## src/rtl/uart_pkg.sv

```systemverilog
// UART peripheral definitions shared by the register block and the serial engines
// Holds the register map, bus opcodes, engine states and field widths
package uart_pkg;

  // Field widths
  localparam int DIV_W    = 16;
  localparam int SRC_W    = 6;
  localparam int NUM_INTR = 4;

  // TileLink-UL request and response opcodes
  typedef enum logic [2:0] {
    PutFullData = 3'h0,
    Get         = 3'h4
  } tl_a_op_e;

  typedef enum logic [2:0] {
    AccessAck     = 3'h0,
    AccessAckData = 3'h1
  } tl_d_op_e;

  // Register offsets, matched against the low address byte
  localparam logic [7:0] CTRL_OFFSET        = 8'h00;
  localparam logic [7:0] STATUS_OFFSET      = 8'h04;
  localparam logic [7:0] WDATA_OFFSET       = 8'h08;
  localparam logic [7:0] RDATA_OFFSET       = 8'h0C;
  localparam logic [7:0] INTR_STATE_OFFSET  = 8'h10;
  localparam logic [7:0] INTR_ENABLE_OFFSET = 8'h14;

  // CTRL and STATUS field positions
  localparam int CTRL_TX_EN      = 0;
  localparam int CTRL_RX_EN      = 1;
  localparam int CTRL_PAR_EN     = 2;
  localparam int CTRL_PAR_ODD    = 3;
  localparam int CTRL_DIV_LSB    = 16;
  localparam int STATUS_TX_BUSY  = 0;
  localparam int STATUS_RX_VALID = 1;

  // Interrupt bit positions
  localparam int TX_EMPTY      = 0;
  localparam int RX_OVERFLOW   = 1;
  localparam int RX_FRAME_ERR  = 2;
  localparam int RX_PARITY_ERR = 3;

  typedef enum logic [2:0] {TX_IDLE, TX_START, TX_DATA, TX_PARITY, TX_STOP} tx_state_e;
  typedef enum logic [2:0] {RX_IDLE, RX_START, RX_DATA, RX_PARITY, RX_STOP} rx_state_e;

endpackage
```

## src/rtl/uart_ctrl_if.sv

```systemverilog
// Control and data link between the UART register block and the tx and rx engines
`timescale 1ns/1ps

interface uart_ctrl_if;
  import uart_pkg::*;

  // Configuration
  logic [DIV_W-1:0] divisor;
  logic             parity_en;
  logic             parity_odd;
  logic             tx_en;
  logic             rx_en;

  // Transmit side
  logic [7:0]       tx_data;
  logic             tx_start;
  logic             tx_busy;
  logic             tx_done;

  // Receive side
  logic [7:0]       rx_data;
  logic             rx_strobe;
  logic             rx_frame_err;
  logic             rx_parity_err;

  modport regs (
    output divisor, parity_en, parity_odd, tx_en, rx_en, tx_data, tx_start,
    input  tx_busy, tx_done, rx_data, rx_strobe, rx_frame_err, rx_parity_err
  );

  modport engine (
    input  divisor, parity_en, parity_odd, tx_en, rx_en, tx_data, tx_start,
    output tx_busy, tx_done, rx_data, rx_strobe, rx_frame_err, rx_parity_err
  );

endinterface

```

## src/rtl/uart_top.sv

```systemverilog
// UART peripheral top level with a flattened TileLink-UL port
// Connects the register block to the transmit and receive engines
`timescale 1ns/1ps

module uart_top (
  input  logic                       clk_i,
  input  logic                       reset_i,
  input  logic                       tl_a_valid_i,
  input  logic [2:0]                 tl_a_opcode_i,
  input  logic [uart_pkg::SRC_W-1:0] tl_a_source_i,
  input  logic [31:0]                tl_a_address_i,
  input  logic [31:0]                tl_a_data_i,
  output logic                       tl_a_ready_o,
  output logic                       tl_d_valid_o,
  output logic [2:0]                 tl_d_opcode_o,
  output logic [uart_pkg::SRC_W-1:0] tl_d_source_o,
  output logic [31:0]                tl_d_data_o,
  output logic                       tl_d_error_o,
  input  logic                       tl_d_ready_i,
  input  logic                       cio_rx_i,
  output logic                       cio_tx_o,
  output logic                       cio_tx_en_o,
  output logic                       intr_tx_empty_o,
  output logic                       intr_rx_overflow_o,
  output logic                       intr_rx_frame_err_o,
  output logic                       intr_rx_parity_err_o
);
  import uart_pkg::*;

  logic [NUM_INTR-1:0] intr;

  uart_ctrl_if u_ctrl_if ();

  uart_regs u_regs (
    .clk_i          (clk_i),
    .reset_i        (reset_i),
    .tl_a_valid_i   (tl_a_valid_i),
    .tl_a_opcode_i  (tl_a_opcode_i),
    .tl_a_source_i  (tl_a_source_i),
    .tl_a_address_i (tl_a_address_i),
    .tl_a_data_i    (tl_a_data_i),
    .tl_a_ready_o   (tl_a_ready_o),
    .tl_d_valid_o   (tl_d_valid_o),
    .tl_d_opcode_o  (tl_d_opcode_o),
    .tl_d_source_o  (tl_d_source_o),
    .tl_d_data_o    (tl_d_data_o),
    .tl_d_error_o   (tl_d_error_o),
    .tl_d_ready_i   (tl_d_ready_i),
    .ctrl           (u_ctrl_if.regs),
    .intr_o         (intr)
  );

  uart_tx u_tx (
    .clk_i   (clk_i),
    .reset_i (reset_i),
    .ctrl    (u_ctrl_if.engine),
    .tx_o    (cio_tx_o)
  );

  uart_rx u_rx (
    .clk_i   (clk_i),
    .reset_i (reset_i),
    .ctrl    (u_ctrl_if.engine),
    .rx_i    (cio_rx_i)
  );

  assign cio_tx_en_o          = u_ctrl_if.tx_en;
  assign intr_tx_empty_o      = intr[TX_EMPTY];
  assign intr_rx_overflow_o   = intr[RX_OVERFLOW];
  assign intr_rx_frame_err_o  = intr[RX_FRAME_ERR];
  assign intr_rx_parity_err_o = intr[RX_PARITY_ERR];

endmodule

```

## src/rtl/uart_rx.sv

```systemverilog
// UART receive engine with start detection, mid-bit sampling and frame checks
`timescale 1ns/1ps

module uart_rx (
  input  logic        clk_i,
  input  logic        reset_i,
  uart_ctrl_if.engine ctrl,
  input  logic        rx_i
);
  import uart_pkg::*;

  rx_state_e        state_q;
  logic [1:0]       sync_q;
  logic             prev_q;
  logic             rx_s;
  logic [DIV_W-1:0] cnt_q;
  logic [DIV_W-1:0] half;
  logic [2:0]       bit_idx_q;
  logic [7:0]       shift_q;
  logic             parity_q;
  logic             par_err_q;
  logic             frame_err_q;
  logic             strobe_q;
  logic             div_ok;
  logic             bit_end;

  // Synchronizer resets to the idle level so no false start appears
  always_ff @(posedge clk_i) begin
    if (reset_i) begin
      sync_q <= 2'b11;
      prev_q <= 1'b1;
    end else begin
      sync_q <= {sync_q[0], rx_i};
      prev_q <= sync_q[1];
    end
  end

  assign rx_s    = sync_q[1];
  assign half    = ctrl.divisor >> 1;
  assign div_ok  = (ctrl.divisor >= DIV_W'(2));
  assign bit_end = (cnt_q >= ctrl.divisor - DIV_W'(1));

  always_ff @(posedge clk_i) begin
    if (reset_i) begin
      state_q   <= RX_IDLE;
      cnt_q     <= '0;
      bit_idx_q <= '0;
      strobe_q  <= 1'b0;
    end else if (!div_ok) begin
      state_q  <= RX_IDLE;
      strobe_q <= 1'b0;
    end else begin
      strobe_q <= 1'b0;
      cnt_q    <= bit_end ? '0 : cnt_q + 1'b1;
      case (state_q)
        RX_IDLE: begin
          cnt_q <= '0;
          if (ctrl.rx_en && prev_q && !rx_s) begin
            state_q <= RX_START;
          end
        end
        RX_START: begin
          // From mid-start onward every sample lands one full bit later
          if (cnt_q >= half) begin
            cnt_q     <= '0;
            bit_idx_q <= '0;
            state_q   <= rx_s ? RX_IDLE : RX_DATA;
          end
        end
        RX_DATA: begin
          if (bit_end) begin
            bit_idx_q <= bit_idx_q + 3'd1;
            if (bit_idx_q == 3'd7) begin
              state_q <= ctrl.parity_en ? RX_PARITY : RX_STOP;
            end
          end
        end
        RX_PARITY: if (bit_end) state_q <= RX_STOP;
        RX_STOP: begin
          if (bit_end) begin
            state_q  <= RX_IDLE;
            strobe_q <= 1'b1;
          end
        end
        default: state_q <= RX_IDLE;
      endcase
    end
  end

  always_ff @(posedge clk_i) begin
    if (state_q == RX_START) begin
      parity_q  <= ctrl.parity_odd;
      par_err_q <= 1'b0;
    end
    if (state_q == RX_DATA && bit_end) begin
      shift_q  <= {rx_s, shift_q[7:1]};
      parity_q <= parity_q ^ rx_s;
    end
    if (state_q == RX_PARITY && bit_end) begin
      par_err_q <= rx_s ^ parity_q;
    end
    if (state_q == RX_STOP && bit_end) begin
      frame_err_q <= ~rx_s;
    end
  end

  assign ctrl.rx_data       = shift_q;
  assign ctrl.rx_strobe     = strobe_q;
  assign ctrl.rx_frame_err  = strobe_q & frame_err_q;
  assign ctrl.rx_parity_err = strobe_q & par_err_q;

endmodule

```

## src/rtl/uart_tx.sv

```systemverilog
// UART transmit engine, sends one 8N1 frame with optional parity per start pulse
`timescale 1ns/1ps

module uart_tx (
  input  logic        clk_i,
  input  logic        reset_i,
  uart_ctrl_if.engine ctrl,
  output logic        tx_o
);
  import uart_pkg::*;

  tx_state_e        state_q;
  logic [DIV_W-1:0] bit_cnt_q;
  logic [2:0]       bit_idx_q;
  logic [7:0]       shift_q;
  logic             parity_q;
  logic             div_ok;
  logic             bit_end;

  assign div_ok  = (ctrl.divisor >= DIV_W'(2));
  assign bit_end = (bit_cnt_q >= ctrl.divisor - DIV_W'(1));

  always_ff @(posedge clk_i) begin
    if (reset_i) begin
      state_q   <= TX_IDLE;
      bit_cnt_q <= '0;
      bit_idx_q <= '0;
    end else if (!div_ok) begin
      state_q <= TX_IDLE;
    end else begin
      bit_cnt_q <= bit_end ? '0 : bit_cnt_q + 1'b1;
      case (state_q)
        TX_IDLE: begin
          bit_cnt_q <= '0;
          bit_idx_q <= '0;
          if (ctrl.tx_start && ctrl.tx_en) begin
            state_q <= TX_START;
          end
        end
        TX_START: if (bit_end) state_q <= TX_DATA;
        TX_DATA: begin
          if (bit_end) begin
            bit_idx_q <= bit_idx_q + 3'd1;
            if (bit_idx_q == 3'd7) begin
              state_q <= ctrl.parity_en ? TX_PARITY : TX_STOP;
            end
          end
        end
        TX_PARITY: if (bit_end) state_q <= TX_STOP;
        TX_STOP: if (bit_end) state_q <= TX_IDLE;
        default: state_q <= TX_IDLE;
      endcase
    end
  end

  // Parity starts from the odd flag and folds in each bit as it leaves
  always_ff @(posedge clk_i) begin
    if (state_q == TX_IDLE && ctrl.tx_start) begin
      shift_q  <= ctrl.tx_data;
      parity_q <= ctrl.parity_odd;
    end else if (state_q == TX_DATA && bit_end) begin
      shift_q  <= shift_q >> 1;
      parity_q <= parity_q ^ shift_q[0];
    end
  end

  always_comb begin
    case (state_q)
      TX_START:  tx_o = 1'b0;
      TX_DATA:   tx_o = shift_q[0];
      TX_PARITY: tx_o = parity_q;
      default:   tx_o = 1'b1;
    endcase
  end

  assign ctrl.tx_busy = (state_q != TX_IDLE);
  assign ctrl.tx_done = (state_q == TX_STOP) && bit_end;

endmodule

```

## src/rtl/uart_regs.sv

```systemverilog
// UART register block with a single-outstanding TileLink-UL responder
// Keeps CTRL, the rx holding byte and the interrupt state and enable registers
`timescale 1ns/1ps

module uart_regs (
  input  logic                          clk_i,
  input  logic                          reset_i,
  input  logic                          tl_a_valid_i,
  input  logic [2:0]                    tl_a_opcode_i,
  input  logic [uart_pkg::SRC_W-1:0]    tl_a_source_i,
  input  logic [31:0]                   tl_a_address_i,
  input  logic [31:0]                   tl_a_data_i,
  output logic                          tl_a_ready_o,
  output logic                          tl_d_valid_o,
  output logic [2:0]                    tl_d_opcode_o,
  output logic [uart_pkg::SRC_W-1:0]    tl_d_source_o,
  output logic [31:0]                   tl_d_data_o,
  output logic                          tl_d_error_o,
  input  logic                          tl_d_ready_i,
  uart_ctrl_if.regs                     ctrl,
  output logic [uart_pkg::NUM_INTR-1:0] intr_o
);
  import uart_pkg::*;

  logic                accept;
  logic                is_read;
  logic                addr_hit;
  logic                req_err;
  logic                wr_ok;
  logic                rx_rd;
  logic                tx_pending;
  logic [7:0]          offset;
  logic [31:0]         rdata;
  logic                tx_en_q;
  logic                rx_en_q;
  logic                par_en_q;
  logic                par_odd_q;
  logic [DIV_W-1:0]    divisor_q;
  logic                tx_start_q;
  logic [7:0]          tx_data_q;
  logic                rx_valid_q;
  logic [7:0]          rx_byte_q;
  logic [NUM_INTR-1:0] intr_state_q;
  logic [NUM_INTR-1:0] intr_enable_q;
  logic [NUM_INTR-1:0] intr_set;
  logic [NUM_INTR-1:0] intr_clr;
  tl_d_op_e            d_opcode_q;

  // Only one request in flight, so the response slot doubles as the busy flag
  assign tl_a_ready_o = ~tl_d_valid_o;
  assign accept       = tl_a_valid_i & tl_a_ready_o;
  assign is_read      = (tl_a_opcode_i == Get);
  assign offset       = tl_a_address_i[7:0];
  // A start pulse in flight counts as busy before the engine has seen it
  assign tx_pending   = ctrl.tx_busy | tx_start_q;

  always_comb begin
    addr_hit = 1'b1;
    rdata    = '0;
    case (offset)
      CTRL_OFFSET: begin
        rdata[CTRL_TX_EN]                 = tx_en_q;
        rdata[CTRL_RX_EN]                 = rx_en_q;
        rdata[CTRL_PAR_EN]                = par_en_q;
        rdata[CTRL_PAR_ODD]               = par_odd_q;
        rdata[CTRL_DIV_LSB +: DIV_W]      = divisor_q;
      end
      STATUS_OFFSET: begin
        rdata[STATUS_TX_BUSY]  = tx_pending;
        rdata[STATUS_RX_VALID] = rx_valid_q;
      end
      WDATA_OFFSET:       rdata = '0;
      RDATA_OFFSET:       rdata[7:0] = rx_byte_q;
      INTR_STATE_OFFSET:  rdata[NUM_INTR-1:0] = intr_state_q;
      INTR_ENABLE_OFFSET: rdata[NUM_INTR-1:0] = intr_enable_q;
      default:            addr_hit = 1'b0;
    endcase
  end

  assign req_err = ~addr_hit | (~is_read & (offset == WDATA_OFFSET) & tx_pending);
  assign wr_ok   = accept & ~is_read & ~req_err;
  assign rx_rd   = accept & is_read & (offset == RDATA_OFFSET);

  // Overflow only when the old byte is not being read in the same edge
  assign intr_set[TX_EMPTY]      = ctrl.tx_done;
  assign intr_set[RX_OVERFLOW]   = ctrl.rx_strobe & rx_valid_q & ~rx_rd;
  assign intr_set[RX_FRAME_ERR]  = ctrl.rx_strobe & ctrl.rx_frame_err;
  assign intr_set[RX_PARITY_ERR] = ctrl.rx_strobe & ctrl.rx_parity_err;
  assign intr_clr = (wr_ok && offset == INTR_STATE_OFFSET) ? tl_a_data_i[NUM_INTR-1:0] : '0;

  always_ff @(posedge clk_i) begin
    if (reset_i) begin
      tx_en_q       <= 1'b0;
      rx_en_q       <= 1'b0;
      par_en_q      <= 1'b0;
      par_odd_q     <= 1'b0;
      divisor_q     <= '0;
      tx_start_q    <= 1'b0;
      rx_valid_q    <= 1'b0;
      intr_state_q  <= '0;
      intr_enable_q <= '0;
      tl_d_valid_o  <= 1'b0;
    end else begin
      tx_start_q   <= wr_ok && (offset == WDATA_OFFSET) && tx_en_q;
      // Hardware set wins over a software clear
      intr_state_q <= (intr_state_q & ~intr_clr) | intr_set;
      if (ctrl.rx_strobe) begin
        rx_valid_q <= 1'b1;
      end else if (rx_rd) begin
        rx_valid_q <= 1'b0;
      end
      if (wr_ok && offset == CTRL_OFFSET) begin
        tx_en_q   <= tl_a_data_i[CTRL_TX_EN];
        rx_en_q   <= tl_a_data_i[CTRL_RX_EN];
        par_en_q  <= tl_a_data_i[CTRL_PAR_EN];
        par_odd_q <= tl_a_data_i[CTRL_PAR_ODD];
        divisor_q <= tl_a_data_i[CTRL_DIV_LSB +: DIV_W];
      end
      if (wr_ok && offset == INTR_ENABLE_OFFSET) begin
        intr_enable_q <= tl_a_data_i[NUM_INTR-1:0];
      end
      if (accept) begin
        tl_d_valid_o <= 1'b1;
      end else if (tl_d_ready_i) begin
        tl_d_valid_o <= 1'b0;
      end
    end
  end

  // Payload registers, loaded on acceptance or strobe
  always_ff @(posedge clk_i) begin
    if (wr_ok && offset == WDATA_OFFSET) begin
      tx_data_q <= tl_a_data_i[7:0];
    end
    if (ctrl.rx_strobe) begin
      rx_byte_q <= ctrl.rx_data;
    end
    if (accept) begin
      d_opcode_q    <= is_read ? AccessAckData : AccessAck;
      tl_d_source_o <= tl_a_source_i;
      tl_d_data_o   <= (is_read && !req_err) ? rdata : '0;
      tl_d_error_o  <= req_err;
    end
  end

  assign tl_d_opcode_o   = d_opcode_q;
  assign intr_o          = intr_state_q & intr_enable_q;
  assign ctrl.divisor    = divisor_q;
  assign ctrl.parity_en  = par_en_q;
  assign ctrl.parity_odd = par_odd_q;
  assign ctrl.tx_en      = tx_en_q;
  assign ctrl.rx_en      = rx_en_q;
  assign ctrl.tx_data    = tx_data_q;
  assign ctrl.tx_start   = tx_start_q;

endmodule

```

## config.mk

```make
export PLATFORM = sky130hd
export DESIGN_NAME = uart_top
export DESIGN_NICKNAME = d
export VERILOG_FILES = /design/src/rtl/uart_pkg.sv /design/src/rtl/uart_ctrl_if.sv /design/src/rtl/uart_top.sv /design/src/rtl/uart_rx.sv /design/src/rtl/uart_tx.sv /design/src/rtl/uart_regs.sv
export SDC_FILE = /design/constraint.sdc
export NUM_CORES = 1
export LEC_CHECK = 0
export ABC_AREA = 1
export BUFFER_PORTS_ARGS = -buffer_cell sky130_fd_sc_hd__buf_4
export CORE_MARGIN = 2
export CORE_UTILIZATION = 55
export DETAILED_ROUTE_END_ITERATION = 8
export MAX_ROUTING_LAYER = met4
export PLACE_DENSITY_LB_ADDON = 0.08
export SLEW_MARGIN = 20
export SYNTH_ARGS = -nofsm -noshare
export SYNTH_HDL_FRONTEND = slang
export SYNTH_SLANG_ARGS = --single-unit
```

## constraint.sdc

```tcl
create_clock -name clk_i -period 4.5 [get_ports clk_i]
set_input_delay 0.9 -clock clk_i [delete_from_list [all_inputs] [get_ports clk_i]]
set_output_delay 0.9 -clock clk_i [all_outputs]
set_load 0.02 [all_outputs]
```

# After elaboration in Yosys (flattened, before gate mapping)
# Index checks and enable logic that the tools add are counted.
# W data, S select, Z words.
# word_totals
regBits,157
input_bits,78
out_inout_bits,50
word_cells,182
# classes
add_sub_neg,5
n_lt_le_gt_ge,4
eq_ne,28
n_mux,45
bitwise,29
n_reduce_logical,37
# ops
cell,n
$mux W16,4
$mux W3,16
$add A16 B1 Y16 const B,2
$ge A16 B16 Y1,2
$pmux W16 S2,1
$pmux W3 S5,2
$ne A2 B1 Y1 const B,12
$eq A8 B4 Y1 const B,2
$eq A8 B5 Y1 const B,2
$ge A16 B15 Y1,1
$ge A16 B2 Y1 const B,1
$mux W8,2
$sub A16 B1 Y16 const B,1
$eq A3 B3 Y1 const B,5
$logic_and A1 B1 Y1,15
$reduce_bool A2 Y1,7
$and A1 B1 Y1,13
$mux W1,13
$eq A3 B2 Y1 const B,4
$pmux W3 S2,2
$reduce_and A6 Y1,2
$pmux W2 S5,1
$and A4 B4 Y4,2
$eq A8 B3 Y1 const B,1
21 further kinds,35

# Logic depth before layout (Yosys ltp)
# logic_depth
ltp_word,12
depth_mapped,22
depth_no_buf,22

# Least setup slack after synthesis
# OpenSTA, ideal clock, no wires.
# synth_path
path_kind,reg-to-reg
start,"register u_regs.divisor_q[0], in the netlist u_regs.ctrl.divisor[0]"
end,"register u_tx.parity_q, enable pin"
arrival_ps,3049
required_time_ps,4113
slack_ps,1063
path_stages_with_launch,18
period_less_slack_ps,3437
path_cell_list,dfxtp_1 -> inv_1 -> ha_1 -> nand2_2 -> nor2_4 -> nand3_1 -> nor3_1 -> xor2_1 -> inv_1 -> ha_1 -> nand3_1 -> inv_1 -> nand4_1 -> nor2b_4 -> nand2_4 -> nand3_4 -> inv_2 -> o21ai_0
# synth_between
elab_chain_len,4
# synth_rtl
element,line_no,text
start: declaration,uart_regs.sv:38,logic [DIV_W-1:0] divisor_q;
start signal: assignment,uart_regs.sv:117,divisor_q <= tl_a_data_i[CTRL_DIV_LSB +: DIV_W];
$sub A16 B1 Y16,uart_tx.sv:21,assign bit_end = (bit_cnt_q >= ctrl.divisor - DIV_W'(1));
$ge A16 B16 Y1,uart_tx.sv:21,
$logic_and A1 B1 Y1,uart_tx.sv:61,end else if (state_q == TX_DATA && bit_end) begin
$reduce_bool A2 Y1 (no line),--,
end signal: assignment,uart_tx.sv:60,parity_q <= ctrl.parity_odd;
end signal: assignment,uart_tx.sv:63,parity_q <= parity_q ^ shift_q[0];
end: declaration,uart_tx.sv:16,logic parity_q;
# Every way passes these cells.
# A chain may end at the register's enable or synchronous reset.

# Final worst setup path
# layout_path
start,"register u_regs.divisor_q[0], in the netlist u_regs.ctrl.divisor[0]"
end,"register u_rx.shift_q[5], in the netlist u_rx.ctrl.rx_data[5], enable pin"
# layout_between
elab_chain_len,3
# layout_rtl
element,line_no,text
$sub A16 B1 Y16,uart_rx.sv:41,assign bit_end = (cnt_q >= ctrl.divisor - DIV_W'(1));
$ge A16 B16 Y1,uart_rx.sv:41,
$logic_and A1 B1 Y1,uart_rx.sv:95,if (state_q == RX_DATA && bit_end) begin
end signal: assignment,uart_rx.sv:96,"shift_q <= {rx_s, shift_q[7:1]};"
end: declaration,uart_rx.sv:19,logic [7:0] shift_q;
# Every way passes these cells.

==> results.cfg <==
[status]
outcome = completed

[synthesis]
yosysTopAreaCellShare_pct = 25.9
ys_warn_count = 0
yosysTopAreaCell = edfxtp_1
postSynth.asyncResetShare_pct = 0
syn_inst = 883
yosysSeqAreaShare_pct = 45.9
synthesis.area_um2 = 7890
ys_ff_latch = 147
synth_edf_count = 68
synthTopCellsByArea = edfxtp_1 26%, dfxtp_1 20%, ha_1 8.1%
synthFlopType = dfxtp_1
avgSynthCellArea_um2 = 8.93
synthDistinctLibCells = 48

[placed_design]
hpwl_mm = 12.5
pre_cts_ws_ns = 0.989
placedInstanceArea_um2 = 8630
place_congestion = 0.894
portBuffers = 85

[critical_path]
cp_common_cell = inv_1
r2r_setup_slack_ns = 0.94
path_cells = inv_1, ha_1, nand2_2, nor2_4, nand3_1, nor3_1, xor2_1, inv_1, ha_1, nand3_1, inv_1, nand2_1, nand3b_1, nor2_2, a21boi_1, nand2_1, nand2_1, inv_1
worst_setup_path_end_kind = register
startpoint = u_regs.ctrl.divisor[0]
required_ns = 4.59
slowest_delay_ns = 0.35
cp-start-kind = register
critPathKind = register to register
critical_path_depth = 18
cpMaxStageDelayCell = ha_1
critPathTopFamily = simple AND/OR/NAND/NOR gates
worst-path-buf-inv = 4
endpoint = u_rx.ctrl.rx_data[5]
arrival_ns = 3.65
crit_fanout = 8
r2r_cells = 18
r2r_start = u_regs.ctrl.divisor[0]
r2r-end = u_rx.ctrl.rx_data[5]

[power_and_ir_drop]
pwr-share-seq_pct = 48.9
combPwrFrac_pct = 4.1
p_per_area_nw_per_um2 = 314
p_sw_mw = 0.636
peakVddDrop_mv = 0.227
clockPowerShare_pct = 46.9
switching_share_pct = 22.0
power.leakage_nw = 4.02
p_int_mw = 2.25

[cts]
hold_buffers = 0
numCtsBuffers = 17
cts.sinks = 147
post_cts_resized = 0
cts_tree = yes
htreeDepth = 4
post_cts.repair.setup_buffers = 0
cts_root_buf = clkbuf_16
clk-insertion-delay-late_ns = 0.43
cts_buffer_depth = 2
clkTransAtPathRegs_ns = 0.06

[timing]
timing.final.max_slew_violations = 0
holdWs_ns = 0.418
fmax_mhz = 281
layout_setup_ws_ns = 0.941
worst_slew_pin_slew_ns = 0.925
finalCriticalPeriod_ns = 3.56
tns_ns = 0
final_hold_viol_count = 0
rsz0062_at_grt = false
fin_crit_sh_pct = 79.1
fin_skew_ns = 0.00874
slew_headroom_pct = 38.1
setup-violations-final = 0

[final_layout]
layout_common_cells = 160 x nand2_1, 100 x nor2_1, 97 x inv_1
final_cell_area_um2 = 9190
syn2layout_area_growth_pct = 16.6
fill_cells = 1206
drive_above_1_share_pct = 21.1
num_antenna_cells = 0
nets = 1101
final_common_cell = nand2_1

[hold_path]
hold_start = u_rx.sync_q[0]
hold_class = register to register

[grt]
grt_max_degree = 41
antenna_found_initial = 0
grt_overflow_total = 0
grt_pass1_vias = 5525
grt_first_pass_wirelength_mm = 26.9
grtUsageTotal_pct = 23.6

[detailed_routing]
dr.pass1.iters = 5
wl_per_cell_um = 14.4
drc = 0
wirelength_mm = 16.8
drtAntennaViolNets = 0
via_count = 6169
vias_per_cell = 5.30
first_iter_violations = 465

[run]
drv_cap = 0

[die]
dieArea_um2 = 15300
die_h_um = 124
io_pins = 128
start_util_pct = 56.6
row_count = 43
die_x_um = 124
coreArea_um2 = 13900
power groups by stage:
stage	Clock (mW)	Combinational [mW]	Sequential (mW)
floorplan	0	0.0431	1.46
global placement	0	0.119	1.44
detailed placement	0	0.120	1.44
CTS	1.37	0.120	1.41
global route	1.42	0.128	1.42
finish	1.36	0.119	1.41
cells in the mapped netlist, types with 5 or more instances:
| cell type | number |
|---|---|
| nand2_2 | 7 |
| a211oi_2 | 20 |
| xor2_1 | 29 |
| nor2_4 | 5 |
| mux2_2 | 7 |
| inv_2 | 14 |
| edfxtp_1 | 68 |
| nand3_1 | 35 |
| o22ai_1 | 10 |
| nand2_1 | 160 |
| a21oi_1 | 41 |
| nand4_1 | 23 |
| nor2_2 | 8 |
| dfxtp_1 | 79 |
| o21ai_1 | 6 |
| ha_1 | 51 |
| buf_4 | 10 |
| clkbuf_1 | 8 |
| o21ai_2 | 5 |
| a31oi_1 | 5 |
| or2_2 | 5 |
| inv_1 | 98 |
| nor3_1 | 7 |
| o22ai_2 | 5 |
| o21ai_0 | 33 |
| nor2_1 | 100 |
| xnor2_1 | 5 |
area by class of cell:
| cell class | count | area, um2 | share of cell area (%) |
|---|---|---|---|
| clock buffers | 21 | 462 | 5.02 |
| flip-flops and latches | 147 | 3620 | 39.4 |
| repair buffers | 86 | 646 | 7.02 |
| clock inverters | 11 | 100 | 1.09 |
| well taps | 180 | 225 | 2.45 |
| inverters | 113 | 425 | 4.63 |
| multi-input cells | 607 | 3710 | 40.4 |
layer usage:
metal	track usage, %	share of wire (%)
met5	-	0
met4	6.75	1.2
met3	4.21	5.6
met2	34.9	44
met1	33.3	49
state kept, by name, summed over array words and instances (netlist names), 3 cells and up:
register,flops
u_regs.tl_d_data_o,24
u_regs.ctrl.divisor,16
u_rx.cnt_q,16
u_tx.bit_cnt_q,16
u_regs.ctrl.tx_data,8
u_regs.rx_byte_q,8
u_rx.ctrl.rx_data,8
u_tx.shift_q,8
u_regs.tl_d_source_o,6
u_regs.intr_enable_q,4
u_regs.intr_state_q,4
u_rx.bit_idx_q,3
u_rx.state_q,3
u_tx.bit_idx_q,3
u_tx.state_q,3
worst min path at each step:
stage                           to  cells after the start
global placement    u_rx.sync_q[1]                      1
floorplan           u_rx.sync_q[1]                      1
CTS                 u_rx.sync_q[1]                      1
finish              u_rx.sync_q[1]                      1
global route        u_rx.sync_q[1]                      1
detailed placement  u_rx.sync_q[1]                      1
stage by stage:
stage	power (mW)	util, %	instances
after CTS	2.90	66.0	1165
after global routing	2.97	66.0	1165
after detailed placement	1.56	61.9	1133
after global placement	1.56	61.9	1133
after floorplan	1.51	-	892
final	2.89	66.0	1165
logic make-up after synthesis:
logic type      synth area share, %
fa+ha+maj                      8.09
compound gates                 11.9
simple gates                   21.8
mux                            1.00
flops                          45.9
other cells                  0.0476
xor+xnor                       3.78
buf+inv                        7.41
Note: power is estimated with default switching activity, not from simulation.
